--- config.mk ---
export PLATFORM = sky130hd
export DESIGN_NAME = fix_session_top
export DESIGN_NICKNAME = d
export VERILOG_FILES = /design/src/design/fix_session_pkg.sv /design/src/design/host_config_table.sv /design/src/design/session_fsm.sv /design/src/design/message_launcher.sv /design/src/design/fix_session_top.sv
export VERILOG_INCLUDE_DIRS = /design/src /design/src/design
export SDC_FILE = /design/constraint.sdc
export NUM_CORES = 1
export LEC_CHECK = 0
export ABC_AREA = 1
export BUFFER_PORTS_ARGS = -buffer_cell sky130_fd_sc_hd__clkbuf_2
export CAP_MARGIN = 30
export CORE_AREA = 3 3 262 264
export DETAILED_ROUTE_END_ITERATION = 6
export DIE_AREA = 0 0 265 267
export SYNTH_ARGS = -nofsm -noshare
export SYNTH_HDL_FRONTEND = slang
export SYNTH_SLANG_ARGS = --single-unit
--- constraint.sdc ---
create_clock -name clk -period 3.4 [get_ports clk]
set_input_delay 0.17 -clock clk [delete_from_list [all_inputs] [get_ports clk]]
set_output_delay 0.17 -clock clk [all_outputs]
set_load 0.03 [all_outputs]
--- src/design/fix_session_macros.svh ---
//////////////////////////////////////////////////
// FIX session layer widths and codes
// host count, launcher depth, validity and
// message-type encodings shared by RTL and bench
//////////////////////////////////////////////////

`ifndef FIX_SESSION_MACROS_SVH
`define FIX_SESSION_MACROS_SVH

// field widths
`define FIX_HOST_BITS       3
`define FIX_NUM_HOSTS       (1 << `FIX_HOST_BITS)
`define FIX_COMP_ID_BITS    64
`define FIX_COMP_LEN_BITS   4
`define FIX_MSG_BITS        4
`define FIX_VAL_BITS        3

`define FIX_LAUNCH_DEPTH    4    // outgoing order queue

// validity from the receive processor
`define FIX_VAL_VALID       3'd0
`define FIX_VAL_GARBLED     3'd1
`define FIX_VAL_SEQ_HIGH    3'd2    // gap, peer ahead of us
`define FIX_VAL_SEQ_LOW     3'd3
`define FIX_VAL_INVALID     3'd4

// message types, in and out
`define FIX_MSG_LOGON       4'd1
`define FIX_MSG_LOGOUT      4'd2
`define FIX_MSG_HEARTBEAT   4'd3
`define FIX_MSG_RESEND_REQ  4'd4
`define FIX_MSG_GAP_FILL    4'd5
`define FIX_MSG_SEQ_RESET   4'd6
`define FIX_MSG_APP         4'd15   // anything not session level

`endif

--- src/design/fix_session_pkg.sv ---
//////////////////////////////////////////////////
// FIX session layer types
// field typedefs and the per-host session states
//////////////////////////////////////////////////

`default_nettype none

`include "fix_session_macros.svh"

package fix_session_pkg;

	// host index into the config and session tables
	typedef logic [`FIX_HOST_BITS-1:0] host_t;

	// target company id, left aligned bytes
	typedef logic [`FIX_COMP_ID_BITS-1:0] comp_id_t;

	typedef logic [`FIX_COMP_LEN_BITS-1:0] comp_len_t;   // valid id bytes

	typedef logic [`FIX_MSG_BITS-1:0] msg_code_t;
	typedef logic [`FIX_VAL_BITS-1:0] validity_t;

	// per-host session state
	typedef enum logic [2:0] {
		SES_DISCONNECTED   = 3'd0,
		SES_CONNECTED      = 3'd1,   // acceptor waiting for logon
		SES_LOGON_SENT     = 3'd2,   // initiator waiting for logon reply
		SES_NORMAL         = 3'd3,
		SES_HEARTBEAT_SENT = 3'd4,
		SES_LOGOUT_SENT    = 3'd5,
		SES_RESEND_SENT    = 3'd6,
		SES_RESEND_LOGOUT  = 3'd7    // resend pending, logout after it
	} session_state_e;

endpackage

`default_nettype wire

--- src/design/host_config_table.sv ---
//////////////////////////////////////////////////
// host configuration table
// per-host target id, id length and role, one
// write port, two combinational read ports
//////////////////////////////////////////////////

`timescale 1ns/1ps
`default_nettype none

`include "fix_session_macros.svh"

module host_config_table
	import fix_session_pkg::*;
(
	input  wire logic      clk,
	input  wire logic      rst,

	// configuration write
	input  wire logic      cfg_we_i,
	input  wire host_t     cfg_host_i,
	input  wire comp_id_t  cfg_comp_id_i,
	input  wire comp_len_t cfg_comp_len_i,
	input  wire logic      cfg_initiator_i,

	// port A, role lookup for the session machine
	input  wire host_t     rd_a_host_i,
	output logic           rd_a_initiator_o,

	// port B, addressing for the launcher
	input  wire host_t     rd_b_host_i,
	output comp_id_t       rd_b_comp_id_o,
	output comp_len_t      rd_b_comp_len_o
);

	localparam int NUM_HOSTS = `FIX_NUM_HOSTS;

	comp_id_t  comp_id_q   [NUM_HOSTS];
	comp_len_t comp_len_q  [NUM_HOSTS];
	logic      initiator_q [NUM_HOSTS];   // 1 = we open the session

	always_ff @(posedge clk) begin
		if (rst) begin
			// every host comes up as acceptor with no id
			for (int h = 0; h < NUM_HOSTS; h++) begin
				comp_id_q[h]   <= '0;
				comp_len_q[h]  <= '0;
				initiator_q[h] <= 1'b0;
			end
		end else if (cfg_we_i) begin
			comp_id_q[cfg_host_i]   <= cfg_comp_id_i;
			comp_len_q[cfg_host_i]  <= cfg_comp_len_i;
			initiator_q[cfg_host_i] <= cfg_initiator_i;
		end
	end

	assign rd_a_initiator_o = initiator_q[rd_a_host_i];

	assign rd_b_comp_id_o  = comp_id_q[rd_b_host_i];
	assign rd_b_comp_len_o = comp_len_q[rd_b_host_i];

endmodule

`default_nettype wire

--- src/design/session_fsm.sv ---
//////////////////////////////////////////////////
// session state machine
// one state per host, updated by message, connect,
// end-of-session, timeout and resend-done events
//////////////////////////////////////////////////

`timescale 1ns/1ps
`default_nettype none

`include "fix_session_macros.svh"

module session_fsm
	import fix_session_pkg::*;
(
	input  wire logic      clk,
	input  wire logic      rst,

	// events, at most one per cycle
	input  wire logic      new_message_i,
	input  wire msg_code_t msg_type_i,
	input  wire validity_t validity_i,
	input  wire logic      connected_i,
	input  wire logic      end_session_i,
	input  wire logic      timeout_i,
	input  wire logic      resend_done_i,
	input  wire host_t     host_i,

	// role lookup in the config table
	output host_t          cfg_host_o,
	input  wire logic      cfg_initiator_i,

	// actions
	output logic           disconnect_o,
	output host_t          disconnect_host_o,
	output logic           ignore_o,
	output logic           update_seq_o,
	output host_t          seq_host_o,

	// outgoing message orders
	output logic           req_valid_o,
	output host_t          req_host_o,
	output msg_code_t      req_code_o
);

	localparam int NUM_HOSTS = `FIX_NUM_HOSTS;

	session_state_e state_q [NUM_HOSTS];
	session_state_e cur_state;
	session_state_e state_d;

	logic      any_event;
	logic      msg_valid;
	logic      msg_seq_high;
	logic      dis_c;
	logic      ign_c;
	logic      upd_c;
	logic      req_c;
	msg_code_t code_c;

	assign cfg_host_o = host_i;   // role of the host the event is for

	assign any_event = new_message_i | connected_i | end_session_i |
		timeout_i | resend_done_i;

	assign msg_valid    = (validity_i == `FIX_VAL_VALID);
	assign msg_seq_high = (validity_i == `FIX_VAL_SEQ_HIGH);

	always_comb begin
		cur_state = state_q[host_i];
		state_d   = cur_state;
		dis_c     = 1'b0;
		ign_c     = 1'b0;
		upd_c     = 1'b0;
		req_c     = 1'b0;
		code_c    = `FIX_MSG_HEARTBEAT;

		if (new_message_i) begin
			// nothing to do for a host without a session
			if (cur_state != SES_DISCONNECTED) begin
				if (validity_i == `FIX_VAL_SEQ_LOW || validity_i == `FIX_VAL_INVALID) begin
					dis_c = 1'b1;
				end else if (validity_i == `FIX_VAL_GARBLED) begin
					ign_c = 1'b1;   // drop it, state stays
				end else begin
					case (cur_state)
						SES_CONNECTED: begin
							if (msg_type_i == `FIX_MSG_LOGON && msg_valid) begin
								req_c   = 1'b1;   // answer the logon
								code_c  = `FIX_MSG_LOGON;
								state_d = SES_NORMAL;
							end else begin
								dis_c = 1'b1;
							end
						end
						SES_LOGON_SENT: begin
							if (msg_type_i == `FIX_MSG_LOGON && msg_valid) begin
								state_d = SES_NORMAL;
							end else if (msg_type_i == `FIX_MSG_LOGON && msg_seq_high) begin
								req_c   = 1'b1;
								code_c  = `FIX_MSG_RESEND_REQ;
								state_d = SES_RESEND_SENT;
							end else begin
								dis_c = 1'b1;
							end
						end
						SES_NORMAL, SES_HEARTBEAT_SENT: begin
							if (msg_type_i == `FIX_MSG_LOGOUT && msg_valid) begin
								req_c  = 1'b1;   // confirm logout, then drop
								code_c = `FIX_MSG_LOGOUT;
								dis_c  = 1'b1;
							end else if (msg_type_i == `FIX_MSG_LOGOUT && msg_seq_high) begin
								req_c   = 1'b1;
								code_c  = `FIX_MSG_RESEND_REQ;
								state_d = SES_RESEND_LOGOUT;
							end else if (msg_seq_high) begin
								req_c   = 1'b1;
								code_c  = `FIX_MSG_RESEND_REQ;
								state_d = SES_RESEND_SENT;
							end else if (msg_type_i == `FIX_MSG_HEARTBEAT) begin
								req_c   = 1'b1;
								code_c  = `FIX_MSG_HEARTBEAT;
								state_d = SES_HEARTBEAT_SENT;
							end else begin
								state_d = SES_NORMAL;
							end
						end
						SES_LOGOUT_SENT: begin
							dis_c = 1'b1;   // logout reply or not, session ends
						end
						SES_RESEND_SENT, SES_RESEND_LOGOUT: begin
							if (msg_type_i == `FIX_MSG_GAP_FILL ||
								msg_type_i == `FIX_MSG_SEQ_RESET) begin
								upd_c = 1'b1;
							end else if (msg_seq_high) begin
								req_c  = 1'b1;   // still behind, ask again
								code_c = `FIX_MSG_RESEND_REQ;
							end
						end
						default: begin
							state_d = cur_state;
						end
					endcase
				end
			end
		end else if (connected_i) begin
			if (cfg_initiator_i) begin
				req_c   = 1'b1;
				code_c  = `FIX_MSG_LOGON;
				state_d = SES_LOGON_SENT;
			end else begin
				state_d = SES_CONNECTED;   // wait for peer logon
			end
		end else if (end_session_i) begin
			req_c   = 1'b1;
			code_c  = `FIX_MSG_LOGOUT;
			state_d = SES_LOGOUT_SENT;
		end else if (timeout_i) begin
			if (cur_state == SES_LOGON_SENT || cur_state == SES_LOGOUT_SENT ||
				cur_state == SES_HEARTBEAT_SENT) begin
				dis_c = 1'b1;   // peer did not answer in time
			end else if (cur_state != SES_DISCONNECTED) begin
				req_c   = 1'b1;
				code_c  = `FIX_MSG_HEARTBEAT;
				state_d = SES_HEARTBEAT_SENT;
			end
		end else if (resend_done_i) begin
			if (cur_state == SES_RESEND_SENT) begin
				state_d = SES_NORMAL;
			end else if (cur_state == SES_RESEND_LOGOUT) begin
				req_c   = 1'b1;
				code_c  = `FIX_MSG_LOGOUT;
				state_d = SES_LOGOUT_SENT;
			end
		end

		if (dis_c) begin
			state_d = SES_DISCONNECTED;
		end
	end

	// session state table
	always_ff @(posedge clk) begin
		if (rst) begin
			for (int h = 0; h < NUM_HOSTS; h++) begin
				state_q[h] <= SES_DISCONNECTED;
			end
		end else if (any_event) begin
			state_q[host_i] <= state_d;
		end
	end

	// action strobes, one cycle after the event
	always_ff @(posedge clk) begin
		if (rst) begin
			disconnect_o <= 1'b0;
			ignore_o     <= 1'b0;
			update_seq_o <= 1'b0;
			req_valid_o  <= 1'b0;
		end else begin
			disconnect_o <= dis_c;
			ignore_o     <= ign_c;
			update_seq_o <= upd_c;
			req_valid_o  <= req_c;
		end
	end

	always_ff @(posedge clk) begin
		if (dis_c) disconnect_host_o <= host_i;
		if (upd_c) seq_host_o <= host_i;
		if (req_c) begin
			req_host_o <= host_i;
			req_code_o <= code_c;
		end
	end

endmodule

`default_nettype wire

--- src/design/message_launcher.sv ---
//////////////////////////////////////////////////
// message launcher
// queues outgoing session orders while the builder
// is busy, adds the target id when issuing
//////////////////////////////////////////////////

`timescale 1ns/1ps
`default_nettype none

`include "fix_session_macros.svh"

module message_launcher
	import fix_session_pkg::*;
(
	input  wire logic      clk,
	input  wire logic      rst,

	input  wire logic      req_valid_i,
	input  wire host_t     req_host_i,
	input  wire msg_code_t req_code_i,
	input  wire logic      msg_busy_i,    // builder level, holds the queue

	// target lookup for the head entry
	output host_t          cfg_host_o,
	input  wire comp_id_t  cfg_comp_id_i,
	input  wire comp_len_t cfg_comp_len_i,

	output logic           initiate_msg_o,
	output msg_code_t      msg_code_o,
	output comp_id_t       target_comp_id_o,
	output comp_len_t      target_comp_len_o,
	output logic           launch_drop_o
);

	localparam int DEPTH = `FIX_LAUNCH_DEPTH;
	localparam int PTR_W = $clog2(DEPTH);

	host_t     host_mem [DEPTH];
	msg_code_t code_mem [DEPTH];

	// extra msb tells full from empty
	logic [PTR_W:0] wr_ptr;
	logic [PTR_W:0] rd_ptr;
	logic [PTR_W:0] count;
	logic           full;
	logic           empty;
	logic           push;
	logic           pop;

	assign count = wr_ptr - rd_ptr;
	assign full  = (count == (PTR_W+1)'(DEPTH));
	assign empty = (count == '0);

	assign push = req_valid_i & ~full;
	assign pop  = ~empty & ~msg_busy_i;

	assign cfg_host_o = host_mem[rd_ptr[PTR_W-1:0]];

	always_ff @(posedge clk) begin
		if (rst) begin
			wr_ptr         <= '0;
			rd_ptr         <= '0;
			initiate_msg_o <= 1'b0;
			launch_drop_o  <= 1'b0;
		end else begin
			if (push) wr_ptr <= wr_ptr + 1'b1;
			if (pop) rd_ptr <= rd_ptr + 1'b1;
			initiate_msg_o <= pop;
			launch_drop_o  <= req_valid_i & full;   // queue overflow
		end
	end

	always_ff @(posedge clk) begin
		if (push) begin
			host_mem[wr_ptr[PTR_W-1:0]] <= req_host_i;
			code_mem[wr_ptr[PTR_W-1:0]] <= req_code_i;
		end
		if (pop) begin
			msg_code_o        <= code_mem[rd_ptr[PTR_W-1:0]];
			target_comp_id_o  <= cfg_comp_id_i;
			target_comp_len_o <= cfg_comp_len_i;
		end
	end

endmodule

`default_nettype wire

--- src/design/fix_session_top.sv ---
//////////////////////////////////////////////////
// FIX session layer top
// config table, session machine and launcher
//////////////////////////////////////////////////

`timescale 1ns/1ps
`default_nettype none

module fix_session_top
	import fix_session_pkg::*;
(
	input  wire logic      clk,
	input  wire logic      rst,

	// host configuration
	input  wire logic      cfg_we_i,
	input  wire host_t     cfg_host_i,
	input  wire comp_id_t  cfg_comp_id_i,
	input  wire comp_len_t cfg_comp_len_i,
	input  wire logic      cfg_initiator_i,

	// events from receive processor, TCP engine and timers
	input  wire logic      new_message_i,
	input  wire msg_code_t msg_type_i,
	input  wire validity_t validity_i,
	input  wire logic      connected_i,
	input  wire logic      end_session_i,
	input  wire logic      timeout_i,
	input  wire logic      resend_done_i,
	input  wire host_t     host_i,

	input  wire logic      msg_busy_i,

	output logic           disconnect_o,
	output host_t          disconnect_host_o,
	output logic           ignore_o,
	output logic           update_seq_o,
	output host_t          seq_host_o,

	// to the message builder
	output logic           initiate_msg_o,
	output msg_code_t      msg_code_o,
	output comp_id_t       target_comp_id_o,
	output comp_len_t      target_comp_len_o,
	output logic           launch_drop_o
);

	host_t     role_host;
	logic      role_initiator;
	host_t     head_host;
	comp_id_t  head_comp_id;
	comp_len_t head_comp_len;

	logic      req_valid;
	host_t     req_host;
	msg_code_t req_code;

	host_config_table i_host_cfg (
		.clk              (clk),
		.rst              (rst),
		.cfg_we_i         (cfg_we_i),
		.cfg_host_i       (cfg_host_i),
		.cfg_comp_id_i    (cfg_comp_id_i),
		.cfg_comp_len_i   (cfg_comp_len_i),
		.cfg_initiator_i  (cfg_initiator_i),
		.rd_a_host_i      (role_host),
		.rd_a_initiator_o (role_initiator),
		.rd_b_host_i      (head_host),
		.rd_b_comp_id_o   (head_comp_id),
		.rd_b_comp_len_o  (head_comp_len)
	);

	session_fsm i_session (
		.clk               (clk),
		.rst               (rst),
		.new_message_i     (new_message_i),
		.msg_type_i        (msg_type_i),
		.validity_i        (validity_i),
		.connected_i       (connected_i),
		.end_session_i     (end_session_i),
		.timeout_i         (timeout_i),
		.resend_done_i     (resend_done_i),
		.host_i            (host_i),
		.cfg_host_o        (role_host),
		.cfg_initiator_i   (role_initiator),
		.disconnect_o      (disconnect_o),
		.disconnect_host_o (disconnect_host_o),
		.ignore_o          (ignore_o),
		.update_seq_o      (update_seq_o),
		.seq_host_o        (seq_host_o),
		.req_valid_o       (req_valid),
		.req_host_o        (req_host),
		.req_code_o        (req_code)
	);

	message_launcher i_launcher (
		.clk               (clk),
		.rst               (rst),
		.req_valid_i       (req_valid),
		.req_host_i        (req_host),
		.req_code_i        (req_code),
		.msg_busy_i        (msg_busy_i),
		.cfg_host_o        (head_host),
		.cfg_comp_id_i     (head_comp_id),
		.cfg_comp_len_i    (head_comp_len),
		.initiate_msg_o    (initiate_msg_o),
		.msg_code_o        (msg_code_o),
		.target_comp_id_o  (target_comp_id_o),
		.target_comp_len_o (target_comp_len_o),
		.launch_drop_o     (launch_drop_o)
	);

endmodule

`default_nettype wire

==> results.md <==
* Rel. slew slack at around two fifths
* Slew Viols, Final at 0
* Initial antenna violation count at 2
* # DRC at 0
* Setup tns final at 0 ns
* Die height at between 200 and 300 um
* Synthesized cell area at about 30000 um^2
* Synth cell types at 43
* Initial DRC count at roughly 2000
* Clock Latency Late Sink at 0.61 ns
* Seq/Total Area, Yosys at ~70%
* Syn avg cell area at roughly 11 um^2
* Cell Area, Placed at about 32000 um^2
* HPWL after DPL at approximately 44 mm
* Vias at about 21000
* Detailed Route WL at roughly 80 mm
* Syn_nets at 2870
* Layout cells sized above 1 at 13.3%
* Period utilization at about three quarters
* Crit path kind: in2reg
* Slowest Stage Delay on Critical Path at 0.57 ns
* NumNets Final at around 3100
* Core Area at 66800 um^2
* Transition time of the tightest slew-check pin at ~0.93 ns
* Final ANT Viol Nets at 0
* Clk pin slew, worst setup/hold paths at approximately 0.06 ns
* Static Leak at between 10 and 15 nW
* Post-synth EDFFs at approximately 680
* IO buf count at about 170
* Most frequent cells in the layout: nor2_1, edfxtp_1, o21ai_0
* Die area at 70800 um^2
* CP endpoint kind: flip-flop
* Worst Clk Skew at between 0.02 and 0.03 ns
* Clk buf depth at 3
* Vias in the first global route at 21100
* Hold Vio Cnt, Final at 0
* WP data required at a little under 4 ns
* 1st-pass router iterations at 5
* Critical Path Source: host_i[0]
* Fmax at 384 MHz
* Synth-to-layout area growth at 16.7%
* PD cells at between 800 and 900 nW/um^2
* HP Start: cfg_comp_id_i[9]
* DR WL/cell at between 20 and 25 um
* Worst vdd ir at about 0.0007 V
* RSZ-0062 raised after global routing: false
* Htree depth at 3
* Met2 Usage GRT at between 30% and 40%
* Max-capacitance violation count at 0
* Commonest register cell after synthesis: edfxtp_1
* Commonest non-fill, non-tap cell in the layout: nor2_1
* Clk sink count at around 700
* Setup Fix Bufs, Post-CTS at 0
* Yosys reg bits at around 700
* Clk root buf: clkbuf_16
* Status: finished clean
* Slowest-stage cell, CP: dlygate4sd3_1
* Most used cell, CP: nand2_1
* Endpoints failing setup at 0
* Congestion Overflow GR at 0
* Mapped Cells at 2772
* Layer with the highest usage: met2
* Num CTS Buffers at 74
* Final Cell Area at 34800 um^2
* Met3 GRT Util at about 3.6%
* CTS tree: done
* Vias per inst at ~5.5
* Starting Density at 44.7%
* Critical path, cell by cell: dlygate4sd3_1 -> clkbuf_2 -> inv_2 -> nand2_1 -> nand2_1 -> nand2_1 -> nand2_1 -> nand2_2 -> nand2_8 -> inv_4 -> nand2_2 -> nand2_2 -> nand3_2 -> nand2_1 -> o21ai_1 -> nand2_1 -> nand2_4 -> a21oi_1 -> dlygate4sd3_1
* Overall Global Routing Usage at 22.6%
* Tmin final at between 2 and 3 ns
* Yosys warns at 0
* Row Count at 95
* Asr flop ratio synth at 0%
* Io pins at roughly 170
* First-pass GRT wire length at roughly 120 mm
* Worst path arrival time at roughly 3.1 ns
* Hold Crit Class: in2reg
* Pin count of the biggest net entering global routing at roughly 170
* Die X at about 270 um
* Crit start category: primary input
* M1 GR Usage at between 20 and 30%
* RePlAce Congestion at ~0.84
* Crit-path max FO at 14
-- final timing paths --
path,end,slack (ns),depth (start not counted)
max,i_session.disconnect_o,0.80,19
min,i_host_cfg.comp_id_q[2][9],0.01,3
max reg2reg,i_launcher.target_comp_id_o[37],0.84,9
min reg2reg,i_launcher.launch_drop_o,0.47,2
-- layout make-up --
cell class	count	area, um^2
Antenna cell	2	5.00
Inverter	123	478
Tap cell	873	1090
Multi-Input combinational cell	1782	7980
Sequential cell	697	20800
Fill cell	5918	32000
Timing Repair Buffer	282	2110
Clock inverter	37	333
Clock buffer	97	2020
-- metrics by stage --
step	hold WS [ns]	utilization [%]	power, W	setup WS, ns	std cells
finish	0.0116	52.1	0.0288	0.799	3893
global route	0.0181	52.1	0.0304	0.570	3891
CTS	0.00133	52.1	0.0290	0.828	3891
detailed placement	0.452	47.8	0.0211	0.854	3703
global placement	0.451	47.6	0.0209	0.890	3700
floorplan	0.239	-	0.0179	0.373	2772
-- synthesized netlist by cell type, types with 2 or more instances --
| cell type | number | share of area [%] |
|---|---|---|
| a21oi_1 | 15 | 0.25 |
| a31oi_1 | 72 | 1.5 |
| buf_2 | 27 | 0.45 |
| buf_4 | 4 | 0.10 |
| buf_6 | 4 | 0.15 |
| clkbuf_1 | 135 | 1.7 |
| dfxtp_1 | 14 | 0.94 |
| edfxtp_1 | 683 | 69 |
| ha_1 | 7 | 0.29 |
| inv_1 | 113 | 1.4 |
| inv_2 | 7 | 0.088 |
| inv_4 | 2 | 0.042 |
| nand2_1 | 132 | 1.7 |
| nand2_2 | 7 | 0.15 |
| nand2_4 | 3 | 0.11 |
| nand3_1 | 23 | 0.39 |
| nand3_2 | 3 | 0.10 |
| nand3_4 | 3 | 0.18 |
| nand3b_1 | 3 | 0.075 |
| nand4_1 | 7 | 0.15 |
| nand4_2 | 2 | 0.084 |
| nor2_1 | 1099 | 14 |
| nor2_2 | 13 | 0.27 |
| nor2_4 | 5 | 0.19 |
| nor3_1 | 5 | 0.084 |
| nor3_2 | 2 | 0.067 |
| o211ai_1 | 3 | 0.075 |
| o21ai_0 | 288 | 4.8 |
| o21ai_1 | 2 | 0.034 |
| o22ai_1 | 74 | 1.6 |
| or2_2 | 3 | 0.063 |
-- cell families after synthesis --
| kind of cell | Yosys count | share of synthesized area, % |
|---|---|---|
| AND/OR/NAND/NOR | 1313 | 17.5 |
| flip-flops | 697 | 69.7 |
| AO/OA/AOI/OAI | 459 | 8.46 |
| buffers and inverters | 293 | 3.97 |
| adder cells (fa/ha/maj) | 7 | 0.294 |
| XOR/XNOR | 2 | 0.0587 |
| other | 1 | 0.0126 |
-- worst max-delay path, delay by kind of cell --
family | cells | cell delay (ns)
and+or+nand+nor | 12 | 1.07
buffers and inverters | 5 | 1.67
AOI/OAI and AO/OA | 2 | 0.19
-- power breakdown --
part / internal (W) / switching [W]
Clock: 0.00465 / 0.00324
Combinational: 0.00273 / 0.00689
Sequential: 0.0109 / 0.000423
-- registers in the layout, summed over array words and instances (netlist names), 3 cells and up, named ones only --
register / flops
i_host_cfg.initiator_q: 8
i_host_cfg.comp_len_q: 32
i_session.req_host_o: 3
i_session.disconnect_host_o: 3
i_host_cfg.comp_id_q: 512
i_launcher.target_comp_len_o: 4
i_launcher.wr_ptr: 3
i_launcher.code_mem: 12
i_launcher.rd_ptr: 3
i_launcher.msg_code_o: 3
i_launcher.target_comp_id_o: 64
i_session.seq_host_o: 3
i_launcher.host_mem: 12
i_session.req_code_o: 3
i_session.state_q: 24
-- what timing repair did --
action,in CTS,in global routing
gates resized for setup,0,0
hold endpoints to repair,308,0
hold buffers,54,0
-- routing by layer --
layer  up-vias  share of wire, %  wire length (um)
met4         0               2.6              2110
met5         -                 0                 0
li1       9871                 -                 -
met2       782                49             39300
met1     10500                41             33300
met3       142               7.1              5690
(Power assumes the default switching activity.)
